[config.mk]
export PLATFORM = sky130hd
export DESIGN_NAME = rv_ex
export DESIGN_NICKNAME = d
export VERILOG_FILES = /design/src/hdl/rv_isa_pkg.sv /design/src/hdl/rv_pipe_pkg.sv /design/src/hdl/rv_ex.sv
export SDC_FILE = /design/constraint.sdc
export NUM_CORES = 1
export LEC_CHECK = 0
export ABC_AREA = 1
export BUFFER_PORTS_ARGS = -buffer_cell sky130_fd_sc_hd__buf_2
export CORE_MARGIN = 5
export CORE_UTILIZATION = 43
export CTS_CLUSTER_DIAMETER = 150
export CTS_CLUSTER_SIZE = 8
export DETAILED_ROUTE_END_ITERATION = 10
export PLACE_DENSITY_LB_ADDON = 0.2
export SLEW_MARGIN = 10
export SYNTH_ARGS = -nofsm -noshare
export SYNTH_HDL_FRONTEND = slang
export SYNTH_SLANG_ARGS = --single-unit
[constraint.sdc]
create_clock -name clk_i -period 3.8 [get_ports clk_i]
set_input_delay 0.19 -clock clk_i [delete_from_list [all_inputs] [get_ports clk_i]]
set_output_delay 0.19 -clock clk_i [all_outputs]
set_load 0.005 [all_outputs]
[src/hdl/rv_isa_pkg.sv]
`default_nettype none

package rv_isa_pkg;

  typedef enum logic [6:0] {
    OP_LUI    = 7'b0110111,
    OP_AUIPC  = 7'b0010111,
    OP_JAL    = 7'b1101111,
    OP_JALR   = 7'b1100111,
    OP_BRANCH = 7'b1100011,
    OP_LOAD   = 7'b0000011,
    OP_STORE  = 7'b0100011,
    OP_ARITHI = 7'b0010011,
    OP_ARITHR = 7'b0110011,
    OP_FENCE  = 7'b0001111,
    OP_SYSTEM = 7'b1110011
  } opcode_e;

  // branch func3
  localparam logic [2:0] F3_BEQ  = 3'b000;
  localparam logic [2:0] F3_BNE  = 3'b001;
  localparam logic [2:0] F3_BLT  = 3'b100;
  localparam logic [2:0] F3_BGE  = 3'b101;
  localparam logic [2:0] F3_BLTU = 3'b110;
  localparam logic [2:0] F3_BGEU = 3'b111;

  // arithmetic func3
  localparam logic [2:0] F3_ADD  = 3'b000;
  localparam logic [2:0] F3_SLL  = 3'b001;
  localparam logic [2:0] F3_SLT  = 3'b010;
  localparam logic [2:0] F3_SLTU = 3'b011;
  localparam logic [2:0] F3_XOR  = 3'b100;
  localparam logic [2:0] F3_SR   = 3'b101;
  localparam logic [2:0] F3_OR   = 3'b110;
  localparam logic [2:0] F3_AND  = 3'b111;

  // bit positions in the one-hot alu word
  typedef enum logic [3:0] {
    ALU_ADD, ALU_SUB, ALU_SLL, ALU_SLT, ALU_SLTU, ALU_XOR,
    ALU_SRL, ALU_SRA, ALU_OR, ALU_AND, ALU_LINK
  } alu_op_e;

  localparam int ALU_OP_W = 11;

  typedef enum logic {SRC1_REG, SRC1_PC} src1_e;
  typedef enum logic {SRC2_REG, SRC2_IMM} src2_e;

  typedef struct packed {
    logic [6:0] funct7;
    logic [4:0] rs2;
    logic [4:0] rs1;
    logic [2:0] funct3;
    logic [4:0] rd;
    opcode_e    opcode;
  } r_fmt_t;

  typedef struct packed {
    logic [11:0] imm;
    logic [4:0]  rs1;
    logic [2:0]  funct3;
    logic [4:0]  rd;
    opcode_e     opcode;
  } i_fmt_t;

  typedef struct packed {
    logic [6:0] imm_hi;
    logic [4:0] rs2;
    logic [4:0] rs1;
    logic [2:0] funct3;
    logic [4:0] imm_lo;
    opcode_e    opcode;
  } s_fmt_t;

  typedef struct packed {
    logic       imm12;
    logic [5:0] imm10_5;
    logic [4:0] rs2;
    logic [4:0] rs1;
    logic [2:0] funct3;
    logic [3:0] imm4_1;
    logic       imm11;
    opcode_e    opcode;
  } b_fmt_t;

  typedef struct packed {
    logic [19:0] imm;
    logic [4:0]  rd;
    opcode_e     opcode;
  } u_fmt_t;

  typedef struct packed {
    logic       imm20;
    logic [9:0] imm10_1;
    logic       imm11;
    logic [7:0] imm19_12;
    logic [4:0] rd;
    opcode_e    opcode;
  } j_fmt_t;

  typedef union packed {
    r_fmt_t r_fmt;
    i_fmt_t i_fmt;
    s_fmt_t s_fmt;
    b_fmt_t b_fmt;
    u_fmt_t u_fmt;
    j_fmt_t j_fmt;
  } inst_u;

endpackage

`default_nettype wire

[src/hdl/rv_pipe_pkg.sv]
`default_nettype none

package rv_pipe_pkg;

  typedef struct packed {
    logic [31:0]       pc;
    rv_isa_pkg::inst_u inst;
    logic              in_delayslot;
  } if_id_t;

  typedef struct packed {
    logic [rv_isa_pkg::ALU_OP_W-1:0] aluop;
    rv_isa_pkg::src1_e               src1;
    rv_isa_pkg::src2_e               src2;
    logic [31:0]                     imm;
    logic [31:0]                     rs1_data;
    logic [31:0]                     rs2_data;
    logic [31:0]                     link_addr;  // pc+4 of the instruction
    logic [4:0]                      rd;
    logic                            wreg;
    logic                            memrd;
    logic                            memwr;
    logic                            mem2reg;
  } id_ex_t;

  typedef struct packed {
    logic [31:0] alu_result;
    logic [31:0] store_data;
    logic [4:0]  rd;
    logic        wreg;
    logic        memrd;
    logic        memwr;
  } ex_mem_t;

  typedef struct packed {
    logic [31:0] data;
    logic [4:0]  rd;
    logic        wreg;
  } mem_wb_t;

  // sent back to decode from EX and MEM
  typedef struct packed {
    logic        wreg;
    logic [4:0]  rd;
    logic [31:0] data;
    logic        memrd;  // value not ready, load still in flight
  } fwd_t;

endpackage

`default_nettype wire

[src/hdl/rv_ex.sv]
`default_nettype none

module rv_ex (
  input  logic                 clk_i,
  input  logic                 reset_i,
  input  logic                 stall_i,
  input  rv_pipe_pkg::id_ex_t  id_ex_i,
  output rv_pipe_pkg::ex_mem_t ex_mem_o,
  output rv_pipe_pkg::fwd_t    ex_fwd_o
);

  rv_pipe_pkg::id_ex_t q;
  logic [31:0]         op_a;
  logic [31:0]         op_b;
  logic [31:0]         result;

  always_ff @(posedge clk_i) begin
    q <= id_ex_i;
    if (reset_i || stall_i) begin  // bubble
      q.wreg    <= 1'b0;
      q.memrd   <= 1'b0;
      q.memwr   <= 1'b0;
      q.mem2reg <= 1'b0;
    end
  end

  // pc is recovered from the link address
  assign op_a = (q.src1 == rv_isa_pkg::SRC1_PC) ? q.link_addr - 32'd4 : q.rs1_data;
  assign op_b = (q.src2 == rv_isa_pkg::SRC2_IMM) ? q.imm : q.rs2_data;

  always_comb begin
    case (1'b1)
      q.aluop[rv_isa_pkg::ALU_ADD]:  result = op_a + op_b;
      q.aluop[rv_isa_pkg::ALU_SUB]:  result = op_a - op_b;
      q.aluop[rv_isa_pkg::ALU_SLL]:  result = op_a << op_b[4:0];
      q.aluop[rv_isa_pkg::ALU_SLT]:  result = {31'b0, $signed(op_a) < $signed(op_b)};
      q.aluop[rv_isa_pkg::ALU_SLTU]: result = {31'b0, op_a < op_b};
      q.aluop[rv_isa_pkg::ALU_XOR]:  result = op_a ^ op_b;
      q.aluop[rv_isa_pkg::ALU_SRL]:  result = op_a >> op_b[4:0];
      q.aluop[rv_isa_pkg::ALU_SRA]:  result = $signed(op_a) >>> op_b[4:0];
      q.aluop[rv_isa_pkg::ALU_OR]:   result = op_a | op_b;
      q.aluop[rv_isa_pkg::ALU_AND]:  result = op_a & op_b;
      q.aluop[rv_isa_pkg::ALU_LINK]: result = q.link_addr;
      default:                       result = '0;
    endcase
  end

  always_comb begin
    ex_mem_o.alu_result = result;
    ex_mem_o.store_data = q.rs2_data;
    ex_mem_o.rd         = q.rd;
    ex_mem_o.wreg       = q.wreg;
    ex_mem_o.memrd      = q.memrd;
    ex_mem_o.memwr      = q.memwr;
  end

  always_comb begin
    ex_fwd_o.wreg  = q.wreg;
    ex_fwd_o.rd    = q.rd;
    ex_fwd_o.data  = result;
    ex_fwd_o.memrd = q.mem2reg;  // a load result is not here yet
  end

endmodule

`default_nettype wire

==> results.py <==
metrics = {
    "detailed_routing": {
        "num_vias": 21198,
        "viasPerCell": 5.87,
        "first_iter_violations": 2936,
        "drc": 0,
        "drtPass1Iterations": 6,
        "wl_um": 87500,
        "post_drt_wl_per_cell_um": 24.3,
        "antenna_left": 0,
    },
    "run_status": {
        "violations": "setup timing",
        "status": "finished, violations left",
    },
    "worst_setup_path": {
        "cp_data_arrival_time_ns": 3.96,
        "max_stage_delay_ns": 0.36,
        "worstSetupStartpointType": "flip-flop",
        "end_kind": "output pin",
        "slowest_stage": "dfxtp_4",
        "worstPathRequired_ns": 3.61,
        "path_cells": "inv_4, ha_4, nand2_8, buf_6, a21oi_2, o21ai_1, o21ai_2, inv_2, ha_4, nand2_2, o21ai_1, a21oi_1, o21a_1, inv_2, a21oi_2, buf_6, o21bai_4, a21boi_2, buf_6, o21ai_2, xor2_1, nor2_1, nor2_1, buf_2",
        "path_class": "flip-flop to output pin",
        "crit_path_frequent_cell": "buf_6",
        "critPathMaxFanout": 7,
    },
    "yosys": {
        "synth_fa_ha_area_frac": 0.0839,
        "synth_edf_count": 0,
        "synth-compound-area-share": 0.197,
        "ys_types": 57,
        "synth-simple-area-share": 0.355,
        "netlist_area_um2": 15100,
        "ys_warn_count": 0,
        "ys_async_sr_fraction": 0,
        "synth_top_area_frac": 0.199,
        "synth_top_area_cell": "dfxtp_1",
        "synthXorXnorAreaFrac": 0.0134,
        "syn_avg_cell_area_um2": 6.01,
        "synth.area.mux_share": 0.00199,
        "synth_seq_area_share": 0.199,
        "synthFlopType": "dfxtp_1",
        "ys_seq_elements": 150,
        "syn_inst": 2511,
        "synth_top_family_by_area": "simple AND/OR/NAND/NOR gates",
        "synth_area_leaders": "dfxtp_1, nand2_1, nand3_1",
        "synth_nets": 2764,
    },
    "sta": {
        "max_freq_ghz": 0.241,
        "setup_ws_ns": -0.346,
        "hold_violations": 0,
        "fin_crit_ns": 4.15,
        "fin_crit_sh": 1.09,
        "rsz0062_at_grt": "true",
        "relSlewSlack": 0.181,
        "worst_slew_pin_slew_ns": 1.23,
        "hold-worst-slack_ns": 0.0345,
        "maxSlewViolCount": 0,
        "setup_viol": 44,
    },
    "place": {
        "preCtsSetupSlack_ns": -0.372,
        "port-buffer-count": 263,
        "hpwl_um": 62500,
        "place.gp.congestion": 1.08,
    },
    "floorplanning": {
        "ios": 264,
        "core_area_um2": 34600,
        "row_count": 68,
        "die_area_um2": 38900,
        "die_h_um": 197,
        "initial_core_util": 0.436,
        "die_w_um": 197,
    },
    "flow_run": {
        "maxCapViolCount": 0,
    },
    "power": {
        "peakVddDrop_mv": 0.412,
        "powerDensity_nw_per_um2": 326,
        "leakagePower_nw": 11.6,
    },
    "final_layout": {
        "n_antenna_cell": 0,
        "fin_util": 0.684,
        "syn_to_final_growth_pct": 56.9,
        "final_nets": 3395,
        "drive_gt1_frac": 0.397,
    },
    "global_route": {
        "grt_pass1_vias": 20136,
        "grt_pass1_wl_um": 123000,
        "grt_start_max_net_pins": 73,
        "track_usage": 0.415,
        "antenna_found_initial": 1,
        "globalRouteOverflowTotal": 0,
    },
    "cts": {
        "clockBufferDepth": 2,
        "cts_sinks": 150,
        "cts_root_buffer": "clkbuf_16",
        "cts_buffers": 17,
        "cts_tree": "done",
        "cts.htree.levels": 4,
        "path_clk_slew_ns": 0.07,
    },
    "worst_hold_path": {
        "hp-class": "primary input to flip-flop",
    },
}
==> through the flow <==
step	TNS [ns]	cell area (um2)	instances	total power, mW
floorplan	0	15100	2511	3.54
global placement	-3.05	18200	3340	4.91
detailed placement	-5.33	18200	3340	4.92
CTS	-4.33	21700	3564	7.03
global route	-18.18	23700	3609	8.01
finish	-10.13	23700	3609	7.72
==> timing repair <==
item	CTS	global route
pin swaps	88	180
hold buffers	150	0
endpoints found under the setup margin	64	64
hold endpoints to repair	150	0
buffers inserted	46	51
gates resized for setup	299	410
==> critical path: cells and delay by family, from the launching register on <==
| kind | cells | cell delay [ns] |
|---|---|---|
| DFF | 1 | 0.36 |
| and+or+nand+nor | 4 | 0.42 |
| xor gates and xnor gates | 1 | 0.16 |
| AOI/OAI and AO/OA | 10 | 1.20 |
| adders and majority gates | 2 | 0.54 |
| buffers and inverters | 7 | 0.80 |
==> power by group <==
group | switching, mW | internal, mW
logic | 2.56 | 1.75
registers | 0.0743 | 1.66
clock network | 0.827 | 0.852
total | 3.46 | 4.26
==> final cells by class <==
class                           instances  area [um2]
Fill cell                            2776       11000
Multi-Input combinational cell       1871       12300
Sequential cell                       150        3040
Timing Repair Buffer                  818        6120
Clock inverter                         14         123
Tap cell                              455         569
Clock buffer                           17         425
Inverter                              284        1100
==> cell usage in the layout (no fill, tap or decap), types with 51 or more instances in the layout <==
master	n
nor2_1	120
dlygate4sd3_1	150
buf_6	51
ha_1	63
dfxtp_1	135
inv_1	231
nand3_2	90
a21oi_1	126
nand2_2	108
nand2_1	514
o21ai_0	117
nand3_1	206
o21ai_1	61
buf_4	355
buf_2	257
==> synth_stat cells, types with 5 or more instances <==
cell type and n:
buf_4 85, o21a_1 11, a21oi_1 189, o21ai_2 10, or2_2 7, buf_2 44
xor2_1 20, nand3_1 302, a31oi_1 24, a221oi_1 7, nand4_1 26, nand3_2 12
o21ai_1 49, nor2_2 11, ha_1 98, and2_1 7, or2_1 10, a22oi_1 5
dfxtp_1 150, o21ai_0 160, buf_1 6, nor2_1 160, o221ai_1 9, nor3_1 12
nor2_4 5, o211ai_1 31, inv_1 266, nand2_2 11, o21bai_1 6, nand2_4 7
nand2_1 642, inv_2 13, clkbuf_1 66
==> kinds of logic (layout without fill, tap and decap cells) <==
family	after synthesis	in the layout
xor+xnor	23	23
fa+ha+maj	100	100
flops	150	150
mux	3	3
simple gates	1220	1220
buf+inv	490	1133
compound gates	525	525
==> registers in the layout (all words and copies together) (netlist names) <==
register	cells
q	109
ex_mem_o	34
ex_fwd_o	7
==> per-layer routing <==
layer  vias up  track usage  routed length [um]  part of all wire
li1       9463            -                   -                 -
met1      9893        0.517               33100              0.38
met2      1473        0.657               39200              0.45
met3       367       0.0941                9030              0.10
met4         2        0.240                6240             0.071
met5         -            0                  13           0.00015
==> worst paths after layout <==
| path | start | to | slack (ns) | cells after the start |
|---|---|---|---|---|
| worst max-delay path | q[11]$_DFF_P_ | ex_mem_o[71] | -0.35 | 24 |
| worst min-delay path | reset_i | ex_mem_o[1]$_SDFF_PP0_ | 0.03 | 3 |
No activity file was read; power rests on OpenSTA's default activity.
