<file path="src/hdl/rv_isa_pkg.sv">
`default_nettype none

package rv_isa_pkg;

  typedef enum logic [6:0] {
    OP_LUI    = 7'b0110111,
    OP_AUIPC  = 7'b0010111,
    OP_JAL    = 7'b1101111,
    OP_JALR   = 7'b1100111,
    OP_BRANCH = 7'b1100011,
    OP_LOAD   = 7'b0000011,
    OP_STORE  = 7'b0100011,
    OP_ARITHI = 7'b0010011,
    OP_ARITHR = 7'b0110011,
    OP_FENCE  = 7'b0001111,
    OP_SYSTEM = 7'b1110011
  } opcode_e;

  // branch func3
  localparam logic [2:0] F3_BEQ  = 3'b000;
  localparam logic [2:0] F3_BNE  = 3'b001;
  localparam logic [2:0] F3_BLT  = 3'b100;
  localparam logic [2:0] F3_BGE  = 3'b101;
  localparam logic [2:0] F3_BLTU = 3'b110;
  localparam logic [2:0] F3_BGEU = 3'b111;

  // arithmetic func3
  localparam logic [2:0] F3_ADD  = 3'b000;
  localparam logic [2:0] F3_SLL  = 3'b001;
  localparam logic [2:0] F3_SLT  = 3'b010;
  localparam logic [2:0] F3_SLTU = 3'b011;
  localparam logic [2:0] F3_XOR  = 3'b100;
  localparam logic [2:0] F3_SR   = 3'b101;
  localparam logic [2:0] F3_OR   = 3'b110;
  localparam logic [2:0] F3_AND  = 3'b111;

  // bit positions in the one-hot alu word
  typedef enum logic [3:0] {
    ALU_ADD, ALU_SUB, ALU_SLL, ALU_SLT, ALU_SLTU, ALU_XOR,
    ALU_SRL, ALU_SRA, ALU_OR, ALU_AND, ALU_LINK
  } alu_op_e;

  localparam int ALU_OP_W = 11;

  typedef enum logic {SRC1_REG, SRC1_PC} src1_e;
  typedef enum logic {SRC2_REG, SRC2_IMM} src2_e;

  typedef struct packed {
    logic [6:0] funct7;
    logic [4:0] rs2;
    logic [4:0] rs1;
    logic [2:0] funct3;
    logic [4:0] rd;
    opcode_e    opcode;
  } r_fmt_t;

  typedef struct packed {
    logic [11:0] imm;
    logic [4:0]  rs1;
    logic [2:0]  funct3;
    logic [4:0]  rd;
    opcode_e     opcode;
  } i_fmt_t;

  typedef struct packed {
    logic [6:0] imm_hi;
    logic [4:0] rs2;
    logic [4:0] rs1;
    logic [2:0] funct3;
    logic [4:0] imm_lo;
    opcode_e    opcode;
  } s_fmt_t;

  typedef struct packed {
    logic       imm12;
    logic [5:0] imm10_5;
    logic [4:0] rs2;
    logic [4:0] rs1;
    logic [2:0] funct3;
    logic [3:0] imm4_1;
    logic       imm11;
    opcode_e    opcode;
  } b_fmt_t;

  typedef struct packed {
    logic [19:0] imm;
    logic [4:0]  rd;
    opcode_e     opcode;
  } u_fmt_t;

  typedef struct packed {
    logic       imm20;
    logic [9:0] imm10_1;
    logic       imm11;
    logic [7:0] imm19_12;
    logic [4:0] rd;
    opcode_e    opcode;
  } j_fmt_t;

  typedef union packed {
    r_fmt_t r_fmt;
    i_fmt_t i_fmt;
    s_fmt_t s_fmt;
    b_fmt_t b_fmt;
    u_fmt_t u_fmt;
    j_fmt_t j_fmt;
  } inst_u;

endpackage

`default_nettype wire

</file>
<file path="src/hdl/rv_pipe_pkg.sv">
`default_nettype none

package rv_pipe_pkg;

  typedef struct packed {
    logic [31:0]       pc;
    rv_isa_pkg::inst_u inst;
    logic              in_delayslot;
  } if_id_t;

  typedef struct packed {
    logic [rv_isa_pkg::ALU_OP_W-1:0] aluop;
    rv_isa_pkg::src1_e               src1;
    rv_isa_pkg::src2_e               src2;
    logic [31:0]                     imm;
    logic [31:0]                     rs1_data;
    logic [31:0]                     rs2_data;
    logic [31:0]                     link_addr;  // pc+4 of the instruction
    logic [4:0]                      rd;
    logic                            wreg;
    logic                            memrd;
    logic                            memwr;
    logic                            mem2reg;
  } id_ex_t;

  typedef struct packed {
    logic [31:0] alu_result;
    logic [31:0] store_data;
    logic [4:0]  rd;
    logic        wreg;
    logic        memrd;
    logic        memwr;
  } ex_mem_t;

  typedef struct packed {
    logic [31:0] data;
    logic [4:0]  rd;
    logic        wreg;
  } mem_wb_t;

  // sent back to decode from EX and MEM
  typedef struct packed {
    logic        wreg;
    logic [4:0]  rd;
    logic [31:0] data;
    logic        memrd;  // value not ready, load still in flight
  } fwd_t;

endpackage

`default_nettype wire

</file>
<file path="src/hdl/rv_id.sv">
`default_nettype none

module rv_id (
  input  logic                 clk_i,
  input  logic                 reset_i,
  input  rv_pipe_pkg::if_id_t  if_id_i,
  output logic                 rs1_read_o,
  output logic                 rs2_read_o,
  output logic [4:0]           rs1_addr_o,
  output logic [4:0]           rs2_addr_o,
  input  logic [31:0]          rs1_data_i,
  input  logic [31:0]          rs2_data_i,
  input  rv_pipe_pkg::fwd_t    ex_fwd_i,
  input  rv_pipe_pkg::fwd_t    mem_fwd_i,
  output rv_pipe_pkg::id_ex_t  id_ex_o,
  output logic                 branch_taken_o,
  output logic [31:0]          branch_target_o,
  output logic                 stall_o
);

  rv_isa_pkg::inst_u   inst;
  rv_pipe_pkg::id_ex_t dec;
  logic                valid;
  logic                taken;
  logic [31:0]         rs1_val;
  logic [31:0]         rs2_val;
  logic [31:0]         imm_i;
  logic [31:0]         imm_s;
  logic [31:0]         imm_b;
  logic [31:0]         imm_u;
  logic [31:0]         imm_j;

  function automatic logic [rv_isa_pkg::ALU_OP_W-1:0] alu_onehot(
    input logic [2:0] f3,
    input logic       sub,
    input logic       sra
  );
    logic [rv_isa_pkg::ALU_OP_W-1:0] w;
    w = '0;
    case (f3)
      rv_isa_pkg::F3_ADD:  w[sub ? rv_isa_pkg::ALU_SUB : rv_isa_pkg::ALU_ADD] = 1'b1;
      rv_isa_pkg::F3_SLL:  w[rv_isa_pkg::ALU_SLL] = 1'b1;
      rv_isa_pkg::F3_SLT:  w[rv_isa_pkg::ALU_SLT] = 1'b1;
      rv_isa_pkg::F3_SLTU: w[rv_isa_pkg::ALU_SLTU] = 1'b1;
      rv_isa_pkg::F3_XOR:  w[rv_isa_pkg::ALU_XOR] = 1'b1;
      rv_isa_pkg::F3_SR:   w[sra ? rv_isa_pkg::ALU_SRA : rv_isa_pkg::ALU_SRL] = 1'b1;
      rv_isa_pkg::F3_OR:   w[rv_isa_pkg::ALU_OR] = 1'b1;
      default:             w[rv_isa_pkg::ALU_AND] = 1'b1;
    endcase
    return w;
  endfunction

  // does a later stage write the register this port reads
  function automatic logic hit(
    input rv_pipe_pkg::fwd_t f,
    input logic              rd_en,
    input logic [4:0]        addr
  );
    return rd_en && f.wreg && (f.rd != 5'd0) && (f.rd == addr);
  endfunction

  assign inst  = if_id_i.inst;
  assign imm_i = {{20{inst.i_fmt.imm[11]}}, inst.i_fmt.imm};
  assign imm_s = {{20{inst.s_fmt.imm_hi[6]}}, inst.s_fmt.imm_hi, inst.s_fmt.imm_lo};
  assign imm_b = {{19{inst.b_fmt.imm12}}, inst.b_fmt.imm12, inst.b_fmt.imm11,
                  inst.b_fmt.imm10_5, inst.b_fmt.imm4_1, 1'b0};
  assign imm_u = {inst.u_fmt.imm, 12'b0};
  assign imm_j = {{11{inst.j_fmt.imm20}}, inst.j_fmt.imm20, inst.j_fmt.imm19_12,
                  inst.j_fmt.imm11, inst.j_fmt.imm10_1, 1'b0};

  always_comb begin
    dec                        = '0;
    dec.aluop[rv_isa_pkg::ALU_ADD] = 1'b1;
    dec.src1                   = rv_isa_pkg::SRC1_REG;
    dec.src2                   = rv_isa_pkg::SRC2_REG;
    dec.link_addr              = if_id_i.pc + 32'd4;
    dec.rd                     = inst.r_fmt.rd;
    rs1_read_o                 = 1'b0;
    rs2_read_o                 = 1'b0;
    rs1_addr_o                 = inst.r_fmt.rs1;
    rs2_addr_o                 = inst.r_fmt.rs2;
    valid                      = 1'b0;
    if (!if_id_i.in_delayslot) begin
      case (inst.r_fmt.opcode)
        rv_isa_pkg::OP_LUI, rv_isa_pkg::OP_AUIPC: begin
          dec.src1 = (inst.u_fmt.opcode == rv_isa_pkg::OP_AUIPC) ? rv_isa_pkg::SRC1_PC
                                                                 : rv_isa_pkg::SRC1_REG;
          dec.src2 = rv_isa_pkg::SRC2_IMM;
          dec.imm  = imm_u;
          dec.wreg = 1'b1;
          valid    = 1'b1;
        end
        rv_isa_pkg::OP_JAL, rv_isa_pkg::OP_JALR: begin
          dec.aluop  = '0;
          dec.aluop[rv_isa_pkg::ALU_LINK] = 1'b1;
          dec.wreg   = 1'b1;
          rs1_read_o = (inst.i_fmt.opcode == rv_isa_pkg::OP_JALR);
          valid      = 1'b1;
        end
        rv_isa_pkg::OP_BRANCH: begin
          rs1_read_o = 1'b1;
          rs2_read_o = 1'b1;
          valid      = (inst.b_fmt.funct3[2:1] != 2'b01);  // 010/011 undefined
        end
        rv_isa_pkg::OP_LOAD: begin
          dec.src2    = rv_isa_pkg::SRC2_IMM;
          dec.imm     = imm_i;
          dec.wreg    = 1'b1;
          dec.memrd   = 1'b1;
          dec.mem2reg = 1'b1;
          rs1_read_o  = 1'b1;
          valid       = 1'b1;
        end
        rv_isa_pkg::OP_STORE: begin
          dec.src2   = rv_isa_pkg::SRC2_IMM;
          dec.imm    = imm_s;
          dec.memwr  = 1'b1;
          rs1_read_o = 1'b1;
          rs2_read_o = 1'b1;
          valid      = 1'b1;
        end
        rv_isa_pkg::OP_ARITHI: begin
          dec.aluop  = alu_onehot(inst.i_fmt.funct3, 1'b0, inst.r_fmt.funct7[5]);
          dec.src2   = rv_isa_pkg::SRC2_IMM;
          dec.imm    = imm_i;
          dec.wreg   = 1'b1;
          rs1_read_o = 1'b1;
          valid      = 1'b1;
        end
        rv_isa_pkg::OP_ARITHR: begin
          dec.aluop  = alu_onehot(inst.r_fmt.funct3, inst.r_fmt.funct7[5],
                                  inst.r_fmt.funct7[5]);
          dec.wreg   = 1'b1;
          rs1_read_o = 1'b1;
          rs2_read_o = 1'b1;
          valid      = !inst.r_fmt.funct7[0];  // no M extension
        end
        rv_isa_pkg::OP_FENCE, rv_isa_pkg::OP_SYSTEM: valid = 1'b1;
        default: valid = 1'b0;
      endcase
    end
  end

  // EX first, then MEM, then regfile (which covers WB)
  assign rs1_val = hit(ex_fwd_i, rs1_read_o, rs1_addr_o)  ? ex_fwd_i.data  :
                   hit(mem_fwd_i, rs1_read_o, rs1_addr_o) ? mem_fwd_i.data : rs1_data_i;
  assign rs2_val = hit(ex_fwd_i, rs2_read_o, rs2_addr_o)  ? ex_fwd_i.data  :
                   hit(mem_fwd_i, rs2_read_o, rs2_addr_o) ? mem_fwd_i.data : rs2_data_i;

  assign stall_o = (hit(ex_fwd_i, rs1_read_o, rs1_addr_o) && ex_fwd_i.memrd)
                || (hit(mem_fwd_i, rs1_read_o, rs1_addr_o) && mem_fwd_i.memrd)
                || (hit(ex_fwd_i, rs2_read_o, rs2_addr_o) && ex_fwd_i.memrd)
                || (hit(mem_fwd_i, rs2_read_o, rs2_addr_o) && mem_fwd_i.memrd);

  always_comb begin
    taken           = 1'b0;
    branch_target_o = if_id_i.pc + imm_b;
    if (valid) begin
      case (inst.r_fmt.opcode)
        rv_isa_pkg::OP_JAL: begin
          taken           = 1'b1;
          branch_target_o = if_id_i.pc + imm_j;
        end
        rv_isa_pkg::OP_JALR: begin
          taken           = 1'b1;
          branch_target_o = (rs1_val + imm_i) & ~32'd1;
        end
        rv_isa_pkg::OP_BRANCH: begin
          case (inst.b_fmt.funct3)
            rv_isa_pkg::F3_BEQ:  taken = (rs1_val == rs2_val);
            rv_isa_pkg::F3_BNE:  taken = (rs1_val != rs2_val);
            rv_isa_pkg::F3_BLT:  taken = ($signed(rs1_val) < $signed(rs2_val));
            rv_isa_pkg::F3_BGE:  taken = ($signed(rs1_val) >= $signed(rs2_val));
            rv_isa_pkg::F3_BLTU: taken = (rs1_val < rs2_val);
            rv_isa_pkg::F3_BGEU: taken = (rs1_val >= rs2_val);
            default:             taken = 1'b0;
          endcase
        end
        default: taken = 1'b0;
      endcase
    end
  end

  assign branch_taken_o = taken && !stall_o;  // operands may be stale

  always_comb begin
    id_ex_o          = dec;
    id_ex_o.rs1_data = rs1_val;
    id_ex_o.rs2_data = rs2_val;
    if (!valid || stall_o) begin
      id_ex_o.wreg    = 1'b0;
      id_ex_o.memrd   = 1'b0;
      id_ex_o.memwr   = 1'b0;
      id_ex_o.mem2reg = 1'b0;
    end
  end

  a_aluop_onehot: assert property (@(posedge clk_i) disable iff (reset_i)
    $onehot(id_ex_o.aluop));

  // a stalled fetch would hold and leave the slot unmarked
  a_no_redirect_in_stall: assert property (@(posedge clk_i) disable iff (reset_i)
    branch_taken_o |=> if_id_i.in_delayslot);

endmodule

`default_nettype wire

</file>
<file path="config.mk">
export PLATFORM = sky130hd
export DESIGN_NAME = rv_id
export DESIGN_NICKNAME = d
export VERILOG_FILES = /design/src/hdl/rv_isa_pkg.sv /design/src/hdl/rv_pipe_pkg.sv /design/src/hdl/rv_id.sv
export SDC_FILE = /design/constraint.sdc
export NUM_CORES = 1
export LEC_CHECK = 0
export ABC_AREA = 1
export BUFFER_PORTS_ARGS = -buffer_cell sky130_fd_sc_hd__clkbuf_2
export CORE_AREA = 8 8 152 154
export DETAILED_ROUTE_END_ITERATION = 10
export DIE_AREA = 0 0 160 162
export GPL_TIMING_DRIVEN = 0
export PLACE_DENSITY_LB_ADDON = 0.12
export SLEW_MARGIN = 20
export SYNTH_ARGS = -nofsm -noshare
export SYNTH_HDL_FRONTEND = slang
export SYNTH_SLANG_ARGS = --single-unit
</file>
<file path="constraint.sdc">
create_clock -name vclk -period 8.02
set_input_delay 0.401 -clock vclk [all_inputs]
set_output_delay 0.401 -clock vclk [all_outputs]
set_load 0.02 [all_outputs]
</file>
==> results.yml <==
run_status:
  outcome: "completed"
floorplan:
  placementRows: 53
  die_width_um: 160
  ios: 405
  dieArea_sq_um: 25900
  coreArea_sq_um: 20700
  die_h_um: 162
  initial_core_util_pct: 43.5
global_route:
  busiest_layer: "met2"
  met3_usage_pct: 8.23
  antenna_found_initial: 1
  grt_pass1_wl_mm: 73.5
  grt_use_met2_pct: 57.7
  grt_util_met1_pct: 44.7
  grt_max_degree: 42
  gr-total-overflow: 0
  grt.total_usage_pct: 35.3
  grt_pass1_vias: 13064
finish:
  fill_cells: 2218
  num-clock-buffers: 0
  area_growth_pct: 26.3
  drive_gt1_share_pct: 23.3
  seq_area_sq_um: 0
  final_area_sq_um: 11400
  fin_util_pct: 54.9
  multi_input_area_sq_um: 7850
  nFlopsAndLatches: 0
  num-nets-final: 2391
timing:
  post-route-period-util_pct: 78.3
  worst_pin_slew_ps: 1050
  setup_tns_ps: 0
  setup_violations: 0
  rsz0062_at_grt: "false"
  slew_viol_final: 0
  max_slew_margin_pct: 29.8
  fmax_ghz: 0.159
  period_needed_ps: 6280
  hold_viol_final: 0
placed_design:
  place.gp.congestion: 0.974
  io_buffers: 402
  dp.final_hpwl_mm: 41.5
  place_area_sq_um: 11400
synthesis:
  netlist_area_sq_um: 9000
  yosysSeqAreaShare_pct: 0
  netlist_instances: 1669
  post-synth-top-area-cell: "nand2_1"
  synth.area.top_cells: "nand2_1 17%, ha_1 15%, a21oi_1 13%"
  syn_nets: 1987
  avgSynthCellArea_sq_um: 5.39
  yosys.area.top_type_share_pct: 16.6
  ys_warn_count: 0
  yosys.cell_types.count: 53
clocking:
  postCtsHoldBufs: 0
  cts_resized: 0
  cts_setup_buffers: 0
critical_path:
  setup.worst_path.start_class: "input port"
  cpMostUsedCell: "nand2_1"
  slowest_delay_ps: 580
  worst_ep_arrival_time_ps: 5870
  crit_buf_inv: 6
  cp_data_required_time_ps: 7620
  cp_slowest_cell: "buf_1"
  critPathMaxFanout: 10
  end_kind: "output port"
  crit_family: "compound AO/OA/AOI/OAI gates"
  startpoint: "if_id_i[2]"
  critical_path_class: "in -> out"
route:
  drt_iter0_markers: 1340
  vias: 13515
  drt-total-wl_mm: 48.4
  viasPerCell: 5.75
  avgRoutedWirePerCell_um: 20.6
  drcViolationCount: 0
  dr.pass1.iters: 5
  ant_nets: 0
job:
  cap_violations: 0
power_and_ir_drop:
  p_leak_nw: 6.35
  vdd_ir_drop_max_mv: 0.0571
  pwr_density_cell_nw_per_um2: 67.8
worst_hold_path:
  worstHoldStart: "if_id_i[43]"
  hold_path.class: "in -> out"
==> stage by stage <==
step | std cells | worst slack, ps | hold slack (ps) | power [mW]
global placement | 2346 | 1980 | 1130 | 0.746
floorplan | 1669 | 3310 | 884 | 0.478
CTS | 2346 | 1950 | 1140 | 0.757
finish | 2350 | 1740 | 1130 | 0.770
detailed placement | 2346 | 1990 | 1130 | 0.753
global route | 2347 | 1400 | 1150 | 0.845
==> cells in the mapped netlist (all sizes together), types with 3 or more instances <==
cell     count
inv        219
a31oi       22
xnor2       15
nand4       21
a21oi      227
or2         15
nor2       145
o31ai       20
o221ai       4
o21bai       7
o21ai      153
buf         31
ha         106
a32o         3
xor2        49
a21boi       3
nor4        18
o2111ai      4
nand3       72
nand2      409
fa           3
o211ai       6
o22ai        9
a21o        12
o21a        11
nor3        42
clkbuf      32
==> report_power, final <==
part	switching [mW]	leakage, nW	internal (mW)
clock	0	0.0000254	0.0000000167
sequential	0	0	0
combinational	0.511	6.35	0.259
total	0.511	6.35	0.259
==> worst min-delay path, stage by stage <==
cell      delay [ps]
clkbuf_2         110
xnor2_1           70
clkbuf_2         150
==> final cells by class <==
cell class | count | share of cell area [%]
Multi-Input combinational cell | 1386 | 69.1
Timing Repair Buffer | 402 | 17.7
Inverter | 220 | 7.27
Tap cell | 275 | 3.03
Buffer | 63 | 2.85
Antenna cell | 4 | 0.0881
==> path summary, 6_finish.rpt <==
| check | endpoint | slack [ps] | cells after the start |
|---|---|---|---|
| hold / removal | id_ex_o[19] | 1130 | 3 |
| setup / recovery | branch_target_o[22] | 1740 | 28 |
==> routing by layer <==
metal	up-vias	share of wire [%]
met3	133	11
met4	0	3.4
met1	6133	41
li1	6470	-
met2	779	45
met5	-	0
==> cells by family after synthesis <==
| logic type | share of synthesized area, % |
|---|---|
| AOI/OAI and AO/OA | 30.3 |
| xor gates and xnor gates | 6.23 |
| adders and majority gates | 15.4 |
| buffers and inverters | 12.8 |
| and+or+nand+nor | 35.3 |
==> layout by cell type, fill, tap and decap left out, drive strengths merged, types with 4 or more instances in the layout <==
cell type  count
a21o          12
a21oi        227
a31oi         22
buf           31
clkbuf       434
diode          4
ha           106
inv          219
nand2        409
nand3         72
nand4         21
nor2         145
nor3          42
nor4          18
o2111ai        4
o211ai         6
o21a          11
o21ai        153
o21bai         7
o221ai         4
o22ai          9
o31ai         20
or2           15
xnor2         15
xor2          49
Note: power is estimated with default switching activity, not from simulation.
