$ cat src/hdl/rv_isa_pkg.sv
`default_nettype none

package rv_isa_pkg;

  typedef enum logic [6:0] {
    OP_LUI    = 7'b0110111,
    OP_AUIPC  = 7'b0010111,
    OP_JAL    = 7'b1101111,
    OP_JALR   = 7'b1100111,
    OP_BRANCH = 7'b1100011,
    OP_LOAD   = 7'b0000011,
    OP_STORE  = 7'b0100011,
    OP_ARITHI = 7'b0010011,
    OP_ARITHR = 7'b0110011,
    OP_FENCE  = 7'b0001111,
    OP_SYSTEM = 7'b1110011
  } opcode_e;

  // branch func3
  localparam logic [2:0] F3_BEQ  = 3'b000;
  localparam logic [2:0] F3_BNE  = 3'b001;
  localparam logic [2:0] F3_BLT  = 3'b100;
  localparam logic [2:0] F3_BGE  = 3'b101;
  localparam logic [2:0] F3_BLTU = 3'b110;
  localparam logic [2:0] F3_BGEU = 3'b111;

  // arithmetic func3
  localparam logic [2:0] F3_ADD  = 3'b000;
  localparam logic [2:0] F3_SLL  = 3'b001;
  localparam logic [2:0] F3_SLT  = 3'b010;
  localparam logic [2:0] F3_SLTU = 3'b011;
  localparam logic [2:0] F3_XOR  = 3'b100;
  localparam logic [2:0] F3_SR   = 3'b101;
  localparam logic [2:0] F3_OR   = 3'b110;
  localparam logic [2:0] F3_AND  = 3'b111;

  // bit positions in the one-hot alu word
  typedef enum logic [3:0] {
    ALU_ADD, ALU_SUB, ALU_SLL, ALU_SLT, ALU_SLTU, ALU_XOR,
    ALU_SRL, ALU_SRA, ALU_OR, ALU_AND, ALU_LINK
  } alu_op_e;

  localparam int ALU_OP_W = 11;

  typedef enum logic {SRC1_REG, SRC1_PC} src1_e;
  typedef enum logic {SRC2_REG, SRC2_IMM} src2_e;

  typedef struct packed {
    logic [6:0] funct7;
    logic [4:0] rs2;
    logic [4:0] rs1;
    logic [2:0] funct3;
    logic [4:0] rd;
    opcode_e    opcode;
  } r_fmt_t;

  typedef struct packed {
    logic [11:0] imm;
    logic [4:0]  rs1;
    logic [2:0]  funct3;
    logic [4:0]  rd;
    opcode_e     opcode;
  } i_fmt_t;

  typedef struct packed {
    logic [6:0] imm_hi;
    logic [4:0] rs2;
    logic [4:0] rs1;
    logic [2:0] funct3;
    logic [4:0] imm_lo;
    opcode_e    opcode;
  } s_fmt_t;

  typedef struct packed {
    logic       imm12;
    logic [5:0] imm10_5;
    logic [4:0] rs2;
    logic [4:0] rs1;
    logic [2:0] funct3;
    logic [3:0] imm4_1;
    logic       imm11;
    opcode_e    opcode;
  } b_fmt_t;

  typedef struct packed {
    logic [19:0] imm;
    logic [4:0]  rd;
    opcode_e     opcode;
  } u_fmt_t;

  typedef struct packed {
    logic       imm20;
    logic [9:0] imm10_1;
    logic       imm11;
    logic [7:0] imm19_12;
    logic [4:0] rd;
    opcode_e    opcode;
  } j_fmt_t;

  typedef union packed {
    r_fmt_t r_fmt;
    i_fmt_t i_fmt;
    s_fmt_t s_fmt;
    b_fmt_t b_fmt;
    u_fmt_t u_fmt;
    j_fmt_t j_fmt;
  } inst_u;

endpackage

`default_nettype wire

$ cat src/hdl/rv_pipe_pkg.sv
`default_nettype none

package rv_pipe_pkg;

  typedef struct packed {
    logic [31:0]       pc;
    rv_isa_pkg::inst_u inst;
    logic              in_delayslot;
  } if_id_t;

  typedef struct packed {
    logic [rv_isa_pkg::ALU_OP_W-1:0] aluop;
    rv_isa_pkg::src1_e               src1;
    rv_isa_pkg::src2_e               src2;
    logic [31:0]                     imm;
    logic [31:0]                     rs1_data;
    logic [31:0]                     rs2_data;
    logic [31:0]                     link_addr;  // pc+4 of the instruction
    logic [4:0]                      rd;
    logic                            wreg;
    logic                            memrd;
    logic                            memwr;
    logic                            mem2reg;
  } id_ex_t;

  typedef struct packed {
    logic [31:0] alu_result;
    logic [31:0] store_data;
    logic [4:0]  rd;
    logic        wreg;
    logic        memrd;
    logic        memwr;
  } ex_mem_t;

  typedef struct packed {
    logic [31:0] data;
    logic [4:0]  rd;
    logic        wreg;
  } mem_wb_t;

  // sent back to decode from EX and MEM
  typedef struct packed {
    logic        wreg;
    logic [4:0]  rd;
    logic [31:0] data;
    logic        memrd;  // value not ready, load still in flight
  } fwd_t;

endpackage

`default_nettype wire

$ cat src/hdl/rv_fetch.sv
`default_nettype none

module rv_fetch #(
  parameter logic [31:0] RESET_PC = 32'h0
) (
  input  logic                clk_i,
  input  logic                reset_i,
  input  logic                stall_i,
  input  logic                branch_taken_i,
  input  logic [31:0]         branch_target_i,
  output logic [31:0]         imem_addr_o,
  input  logic [31:0]         imem_data_i,
  output rv_pipe_pkg::if_id_t if_id_o
);

  logic [31:0] pc;

  assign imem_addr_o = pc;

  always_ff @(posedge clk_i) begin
    if (reset_i) begin
      pc                   <= RESET_PC;
      if_id_o.in_delayslot <= 1'b1;  // decode sees a bubble
    end else if (!stall_i) begin
      pc                   <= branch_taken_i ? branch_target_i : pc + 32'd4;
      if_id_o.pc           <= pc;
      if_id_o.inst         <= imem_data_i;
      // the word fetched alongside a taken branch is the delay slot
      if_id_o.in_delayslot <= branch_taken_i;
    end
  end

endmodule

`default_nettype wire

$ cat config.mk
export PLATFORM = sky130hd
export DESIGN_NAME = rv_fetch
export DESIGN_NICKNAME = d
export VERILOG_FILES = /design/src/hdl/rv_isa_pkg.sv /design/src/hdl/rv_pipe_pkg.sv /design/src/hdl/rv_fetch.sv
export SDC_FILE = /design/constraint.sdc
export NUM_CORES = 1
export LEC_CHECK = 0
export BUFFER_PORTS_ARGS = -buffer_cell sky130_fd_sc_hd__buf_2
export CAP_MARGIN = 0
export CORE_MARGIN = 3
export CORE_UTILIZATION = 51
export DETAILED_ROUTE_END_ITERATION = 16
export PLACE_DENSITY = 0.84
export RECOVER_POWER = 50
export SLEW_MARGIN = 20
export SYNTH_ARGS = -nofsm -noshare
export SYNTH_HDL_FRONTEND = slang
export SYNTH_SLANG_ARGS = --single-unit
$ cat constraint.sdc
create_clock -name clk_i -period 9.1 [get_ports clk_i]
set_clock_uncertainty 0.15 [all_clocks]
set_input_delay 1.82 -clock clk_i [delete_from_list [all_inputs] [get_ports clk_i]]
set_output_delay 1.82 -clock clk_i [all_outputs]
set_load 0.02 [all_outputs]
==> results.txt, run 1 <==
- Outcome: finished with violations
* Violated checks: max-capacitance violations, max-slew violations
* Maximum VDD drop: 0.07024 mV
- Count of buffers from port buffering: between 150 and 200
* Startpoint kind of the worst setup timing path: input port
- Internal cell power: roughly 630 uW
- Of the post-synthesis cell area, the dominant cell type holds 0.4848.
* Maximum net fanout on the critical path: 49
- Unrepaired setup endpoints after global routing: no
* Total via count after detailed routing: around 3.2k
- Clock Tree Root: clkbuf_8
- Number of distinct library cells after synthesis: between 50 and 60
- Proportion of power drawn by flip-flops and latches: 0.592
- In this run the horizontal extent of the chip is between 90 and 100 um.
* Leakage power summed over all cells: ~0.0018 uW
- The die covers 0.008866 mm^2.
* # clock sinks: 97
- Cell area after synthesis: 0.003964 mm^2
- Cell count after synthesis: between 300 and 400
- Post-CTS timing repair inserted 0 buffers for setup.
- In this run the power spent charging and discharging nets is between 200 and 250 uW.
* Number of hold-repair buffers added at the cts stage: 0
- Number of antenna repair diodes: 0
- Max-slew violation count: 50
* Library cell with the highest instance count after synthesis: edfxtp_1
- Violation count after the first detailed-route iteration: approximately 300
* Die span in y: 94.16 um
* Post-route total power: roughly 870 uW
* Top-Level Pins: approximately 170
* DP HPWL: ~7200 um
* Fraction of registers with async set or reset after synthesis: 0
- From synthesis to final layout, the design area changed by 23.99%.
* Aggregate global-route resource usage: 0.2239
- Floorplan Core Area: around 0.0074 mm^2
* Total overflow reported by the global router: 0
* Total power per unit cell area: approximately 180 mW/mm^2
- Post-placement cell area: between 0.004 and 0.005 mm^2
- The biggest area contributor in the post-synthesis netlist is edfxtp_1.
* Top delay family on crit path: buffers and inverters
* Sequential share of the synthesized area: 0.6515
* Via density per instance: about 5.6
- The initial antenna violation count was 0.
* Post-route cell area: just under 0.005 mm^2
* Area taken by multi-input logic gates: around 0.0013 mm^2
- Before antenna repair, the detailed router went through 4 iterations.
- Timing analysis after detailed placement gives a worst setup slack of around 5.0 ns.
- For this run, the leading register cell type out of synthesis is edfxtp_1.
- For this configuration, the core starts out at a cell density of 0.5350.
* Sequential cell area in the final layout: 0.002582 mm^2
- Of the cells placed in the final design, the portion with a size suffix greater than 1 is 0.2703.
- CTS Buf Count: 9
- Tmin final: 4.671 ns
* Average size of a mapped cell: 12.46 um^2
* Number of fill cells in the layout: ~620
* Sum of buffers and inverters on the critical path: 2
* Req. time, crit path: ~9.2 ns
- Wirelength per Cell: 17.15 um
- Derived from the worst setup path, the maximum achievable clock frequency is approximately 210 MHz.
- Proportion of power drawn by the clock network: 0.284
- Number of violations of the max-capacitance limit: 1
- Routability-driven placement finished with a final weighted congestion of 0.8562.
- Setup violations remaining at the end of the flow were counted as 0.
- By startpoint and endpoint, the worst setup path is classified as input port to flop.
* Via count of the first global-routing pass: slightly below 3k
- Worst max-slew margin expressed relative to the limit: -0.4119
- Overall routed net length: 9945 um
- Crit path max-delay cell type: clkbuf_1
- Critical path, cell by cell: clkbuf_1 -> nor2_2 -> buf_4 -> a22oi_1 -> nor2_1 -> a311o_1
- TritonCTS built the clock tree.
- Count of flip-flops with a built-in enable after synthesis: 64
- Transition at the pin with the smallest max-transition slack: between 2 and 2.5 ns
- The synthesized design contains 97 register bits.
* Number of cell rows: 31
- After the last flow step, the layout net total stands at roughly 550.
- The min-delay analysis places its worst path in the category flop to flop.
- Net Sw Frac: 0.2741
* Warning count from the yosys run: 0
- CTS-repair resized insts: 0
- Ranked by total cell area, the synthesized netlist is headed by edfxtp_1 (48%), dfxtp_1 (17%), a22oi_1 (3.8%).
* Leading post-synthesis cells by instance count: edfxtp_1 (64), dfxtp_1 (33), nor2_1 (29), a22oi_1 (20), nand2_1 (18)
* Post-route fraction of the period consumed by the critical path: 0.5133
- The count of endpoints failing hold in the final timing report is 0.
* # DRC: 0
* Critical path capture point type: flop
* Data arrival time of the critical path: roughly 4.8 ns
* Maximum level of the CTS H-tree: 3
- Setup total negative slack on the finished layout was measured at 0 ns.
* Wire length of the first global-routing pass: 15280 um
- Max stage delay on crit path: 1.48 ns
- Clock latency on the worst-skew pair: 0.35 ns
* Portion of total power attributed to combinational logic: 0.124
- The clock passes through at most 2 buffers.
- The detail route stage leaves a number of antenna-violating nets equal to 0.
- Clk slew on worst S/H paths: around 0.09 ns
- Entering global routing, the biggest net connects 67 pins.
- Once routing completed, OpenROAD measured the worst setup slack at between 4 and 5 ns.
- Mapped Nets: 387
==> through the flow <==
step	utilization	cells	hold slack (ns)
after floorplan	-	318	0.4113
after global placement	0.6504	564	0.3021
after detailed placement	0.6504	564	0.3113
after CTS	0.6742	580	0.3324
after global routing	0.6634	580	0.3436
final	0.6634	580	0.3304
==> sequential cells by signal (all words and copies together), names as in the netlist <==
signal       count
if_id_o         65
imem_addr_o     32
==> path summary, 6_finish.rpt <==
kind	start	end	slack, ns	cells after the start
min	imem_addr_o[0]$_SDFFE_PP0P_	if_id_o[33]$_DFFE_PP_	0.33	0
max	stall_i	imem_addr_o[27]$_SDFFE_PP0N_	4.43	6
max reg2reg	imem_addr_o[2]$_SDFFE_PP0N_	imem_addr_o[20]$_SDFFE_PP0N_	6.68	6
min reg2reg	imem_addr_o[0]$_SDFFE_PP0P_	if_id_o[33]$_DFFE_PP_	0.33	0
==> logic make-up after synthesis <==
group                    Yosys count  share of synthesized area
flip-flops                        97                     0.6515
XOR/XNOR                           8                    0.01768
AND/OR/NAND/NOR                  102                     0.1379
multiplexers                       9                    0.02273
AO/OA/AOI/OAI                     77                     0.1332
buffers and inverters             24                    0.03378
adder cells (fa/ha/maj)            1                   0.003156
==> layout by cell type, fill, tap and decap left out, types with 9 or more instances in the layout <==
cell type  Yosys  final
nor3_1         9      9
clkbuf_8       1      9
a21oi_1       16     16
buf_2          2    100
dfxtp_1       33     33
nand2_1       18     18
mux2i_1        9      9
edfxtp_1      64     64
nor2_1        29     27
clkbuf_1       7     64
o22ai_1       10     10
a22oi_1       20     20
==> layer usage <==
metal | vias to the layer above | global-route usage | routed length, um
li1 | 1550 | - | -
met1 | 1532 | 0.2874 | 4092
met2 | 156 | 0.3735 | 4889
met3 | 9 | 0.06010 | 874
met4 | 0 | 0.06258 | 89
met5 | - | 0 | 0
==> cell type report <==
| type | count | share of cell area |
|---|---|---|
| clock buffer | 9 | 0.02520 |
| inverter | 5 | 0.003819 |
| sequential | 97 | 0.5255 |
| multi-input combinational | 197 | 0.2559 |
| tap | 99 | 0.02520 |
| clock inverter | 7 | 0.01069 |
| timing repair buffer | 166 | 0.1538 |
==> power groups by stage <==
| stage | registers, uW | clock network [uW] | logic (uW) |
|---|---|---|---|
| finish | 518 | 248 | 108 |
| CTS | 517 | 254 | 113 |
| global placement | 526 | 0 | 110 |
| detailed placement | 527 | 0 | 113 |
| global route | 521 | 277 | 117 |
| floorplan | 555 | 0 | 36.9 |
Note: power is estimated with default switching activity, not from simulation.
==> run 2: changes to the inputs <==
--- a/config.mk
+++ b/config.mk
@@ -8,9 +8,9 @@
 export BUFFER_PORTS_ARGS = -buffer_cell sky130_fd_sc_hd__buf_2
 export CAP_MARGIN = 0
 export CORE_MARGIN = 3
-export CORE_UTILIZATION = 51
+export CORE_UTILIZATION = 43
 export DETAILED_ROUTE_END_ITERATION = 16
-export PLACE_DENSITY = 0.84
+export PLACE_DENSITY = 0.76
 export RECOVER_POWER = 50
 export SLEW_MARGIN = 20
 export SYNTH_ARGS = -nofsm -noshare
==> constraint.sdc (replaced) <==
create_clock -name clk_i -period 3.9 [get_ports clk_i]
set_clock_uncertainty 0.15 [all_clocks]
set_input_delay 0.78 -clock clk_i [delete_from_list [all_inputs] [get_ports clk_i]]
set_output_delay 0.78 -clock clk_i [all_outputs]
set_load 0.02 [all_outputs]
==> results.txt, run 2 (synthesis results as in run 1) <==
* Net switching power: 582.6 uW (was 239.5 uW)
- Class of the tightest hold or removal check: flop to flop (unchanged)
* Die span in y: 102.0 um (was 94.16 um)
* Number of cells traversed by the worst hold path: 0 (unchanged)
- The net total in the final layout was 549 (was 545).
* Post-route total power: 2139 uW (was 873.9 uW)
* Total setup violations reported at the end of the flow: 0 (unchanged)
* Met1 routed wirelength after detailed routing: 4433 um (was 4092 um)
- Total power per unit cell area: 427.2 mW/mm^2 (was 177.8 mW/mm^2)
* Startpoint of the tightest hold check path: imem_addr_o[1]$_SDFFE_PP0P_ (was imem_addr_o[0]$_SDFFE_PP0P_)
* # clock sinks: 97 (unchanged)
- CTS Buf Count: 9 (unchanged)
- The number of design-rule violations left by the first detailed-router iteration was 352 (was 304).
- The switching power share of the total was 0.2723 (was 0.2741).
- Layout cells sized above 1: 0.3278 (was 0.2703)
- Tmin final: 3.081 ns
- Clock latency on the worst-skew pair: 0.37 ns (was 0.35 ns)
* Maximum VDD drop: 0.2208 mV (was 0.07024 mV)
- Antenna viol nets, final: 0 (unchanged)
* Wire length of the first global-routing pass: 15870 um (was 15280 um)
- Req. time, crit path: 4.03 ns (was 9.19 ns)
- The cell at the root of the clock tree is clkbuf_8 (unchanged).
* Total length of routed met3 wires: 910 um (was 874 um)
- Violated checks: max-capacitance violations, max-slew violations (unchanged).
- The number of setup buffers added after CTS is 0 (unchanged).
- Clk slew on worst S/H paths: 0.10 ns (was 0.09 ns)
- Pin count of the biggest net entering global routing: 38 (was 67)
- Placer's final routability congestion estimate: 0.9152 (was 0.8562)
- The count of endpoints failing hold in the final timing report came to 0 (unchanged).
- The proportion of power drawn by the clock network is 0.314 (was 0.284).
* Count of buffers from port buffering: 164 (unchanged)
- The number of inserted diodes was 0 (unchanged).
- Synth-to-Final Area Change: 26.33% (was 23.99%)
- R2R cell count: 6 (unchanged)
- The flip-flop count of the largest register, all copies and words added is 65 (unchanged).
- Critical register-to-register path startpoint: imem_addr_o[2]$_SDFFE_PP0N_ (unchanged)
- The starting utilization of the core area came to 0.4480 (was 0.5350).
- The average wire per cell in the routed design came to 17.78 um (was 17.15 um).
- The largest buffer count on any clock path was 2 (unchanged).
- Startpoint kind of the worst setup timing path: input port (unchanged)
* Register-to-register setup slack: 1.47 ns (was 6.68 ns)
- Leakage power summed over all cells: 0.001917 uW (was 0.001810 uW)
- CTS tree: yes (unchanged)
- The commonest non-fill, non-tap cell in the layout is buf_2 (unchanged).
* Startpoint of the worst setup timing path: branch_taken_i (was stall_i)
* DR WL met2: 5044 um (was 4889 um)
- Total overflow reported by the global router: 0 (unchanged)
- Portion of total power attributed to combinational logic: 0.122 (was 0.124)
- Achievable clock frequency: approximately 320 MHz
- The worst hold endpoint is if_id_o[34]$_DFFE_PP_ (was if_id_o[33]$_DFFE_PP_).
- The register name with the most flops is if_id_o (unchanged).
- The number of max-slew violations in the final report came to 29 (was 50).
- The kind of end point of the critical path is a flop (unchanged).
- The via count came to 3295 (was 3247).
- The endpoint of the most critical register-to-register path was imem_addr_o[20]$_SDFFE_PP0N_ (unchanged).
- Post-route fraction of the period consumed by the critical path: 0.7901
* Number of hold-repair buffers added at the cts stage: 0 (unchanged)
- The placed wire-length estimate came to 7605 um (was 7240 um).
* Highest-count cells in the layout ignoring fill and taps: buf_2 (127), edfxtp_1 (64), clkbuf_1 (40) (was buf_2 (100), edfxtp_1 (64), clkbuf_1 (64))
- The number of primary I/O pins is 165 (unchanged).
- The H-tree level count was 3 (unchanged).
- The detailed-route vias per instance came to 5.556 (was 5.598).
* Aggregate global-route resource usage: 0.1975 (was 0.2239)
* Crit Path Category: input port to flop (unchanged)
* CTS-repair resized insts: 0 (unchanged)
- The largest fanout on the critical path is 20 (was 49).
* Setup TNS: 0 ns (unchanged)
- Die footprint: 0.01041 mm^2 (was 0.008866 mm^2)
- The via count of the first global-routing pass came to 3089 (was 2981).
- The total of max-cap violations came to 1 (unchanged).
* Area taken by multi-input logic gates: 0.001257 mm^2 (unchanged)
* Internal cell power: 1557 uW (was 634.4 uW)
* Worst max-slew margin expressed relative to the limit: -0.07876 (was -0.4119)
- The arrival time of the worst setup path was 3.21 ns (was 4.77 ns).
- The actual transition at the worst max-transition pin came to 1.618 ns (was 2.118 ns).
- The number of detailed-route iterations in the first pass was 5 (was 4).
- Floorplan Core Area: 0.008848 mm^2 (was 0.007408 mm^2)
- Initial antenna violation count: 0 (unchanged)
- The die boundary width came to 102.0 um (was 94.16 um).
* Sequential cell area in the final layout: 0.002582 mm^2 (unchanged)
* Proportion of power drawn by flip-flops and latches: 0.564 (was 0.592)
- Unrepaired setup endpoints after global routing: no (unchanged)
- # DRC: 0 (unchanged)
* Number of fill cells in the layout: 755 (was 621)
- The post-detailed-routing wire length came to 10540 um (was 9945 um).
- The top layer used by detailed routing is met4 (unchanged).
- Outcome: finished with violations (unchanged).
* Number of cell rows: 34 (was 31)
==> run 2: cell count changes in the layout (fill, tap and decap cells not counted) <==
cell	delta
buf_2	+27
clkbuf_1	-24
buf_4	+2
bufinv_16	+1
clkinv_1	-1
clkinv_4	-1
clkinvlp_4	-1
inv_8	+1
==> run 2: worst max-delay path by stage <==
stage | to | cells past startpoint
after global routing | imem_addr_o[14]$_SDFFE_PP0N_ | 7
final | imem_addr_o[20]$_SDFFE_PP0N_ | 6
after global placement | imem_addr_o[20]$_SDFFE_PP0N_ | 6
after detailed placement | imem_addr_o[20]$_SDFFE_PP0N_ | 6
after floorplan | imem_addr_o[19]$_SDFFE_PP0N_ | 5
after CTS | imem_addr_o[20]$_SDFFE_PP0N_ | 6
==> run 2: critical path, cell delays in order <==
cell and delay [ns]:
clkbuf_1 0.64, inv_1 0.40, nor2_2 0.70, buf_4 0.35
a22oi_1 0.11, a221oi_2 0.21
==> run 2: area by class of cell <==
| cell class | instances | area share |
|---|---|---|
| Clock buffer | 10 | 0.02549 |
| Clock inverter | 6 | 0.01474 |
| Inverter | 5 | 0.003748 |
| Multi-Input combinational cell | 197 | 0.2511 |
| Sequential cell | 97 | 0.5157 |
| Tap cell | 108 | 0.02699 |
| Timing Repair Buffer | 170 | 0.1622 |
==> run 2: metrics by stage <==
step | std cells | setup slack, ns | cell area, um^2 | hold slack (ns) | utilization
2_1_floorplan | 318 | 0.1736 | 3966 | 0.4113 | -
3_3_place_gp | 577 | 1.042 | 4860 | 0.3034 | 0.5492
4_1_cts | 593 | 1.325 | 5061 | 0.3275 | 0.5720
3_5_place_dp | 577 | 0.9457 | 4860 | 0.3014 | 0.5492
6_report | 593 | 0.8185 | 5007 | 0.3280 | 0.5659
5_1_grt | 593 | 0.6161 | 5007 | 0.3511 | 0.5659
==> run 2: power groups by stage <==
stage	Clock, uW	Sequential (uW)	Combinational [uW]
after floorplan	0	1290	86.2
after global placement	0	1230	263
after detailed placement	0	1230	268
after CTS	687	1210	269
after global routing	724	1220	282
final	672	1210	261
==> run 2: per-layer routing <==
metal | GRT usage | vias to the layer above
met1 | 0.2486 | 1555
met5 | 0 | -
li1 | - | 1559
met2 | 0.3273 | 168
met4 | 0.08274 | 0
met3 | 0.04642 | 13
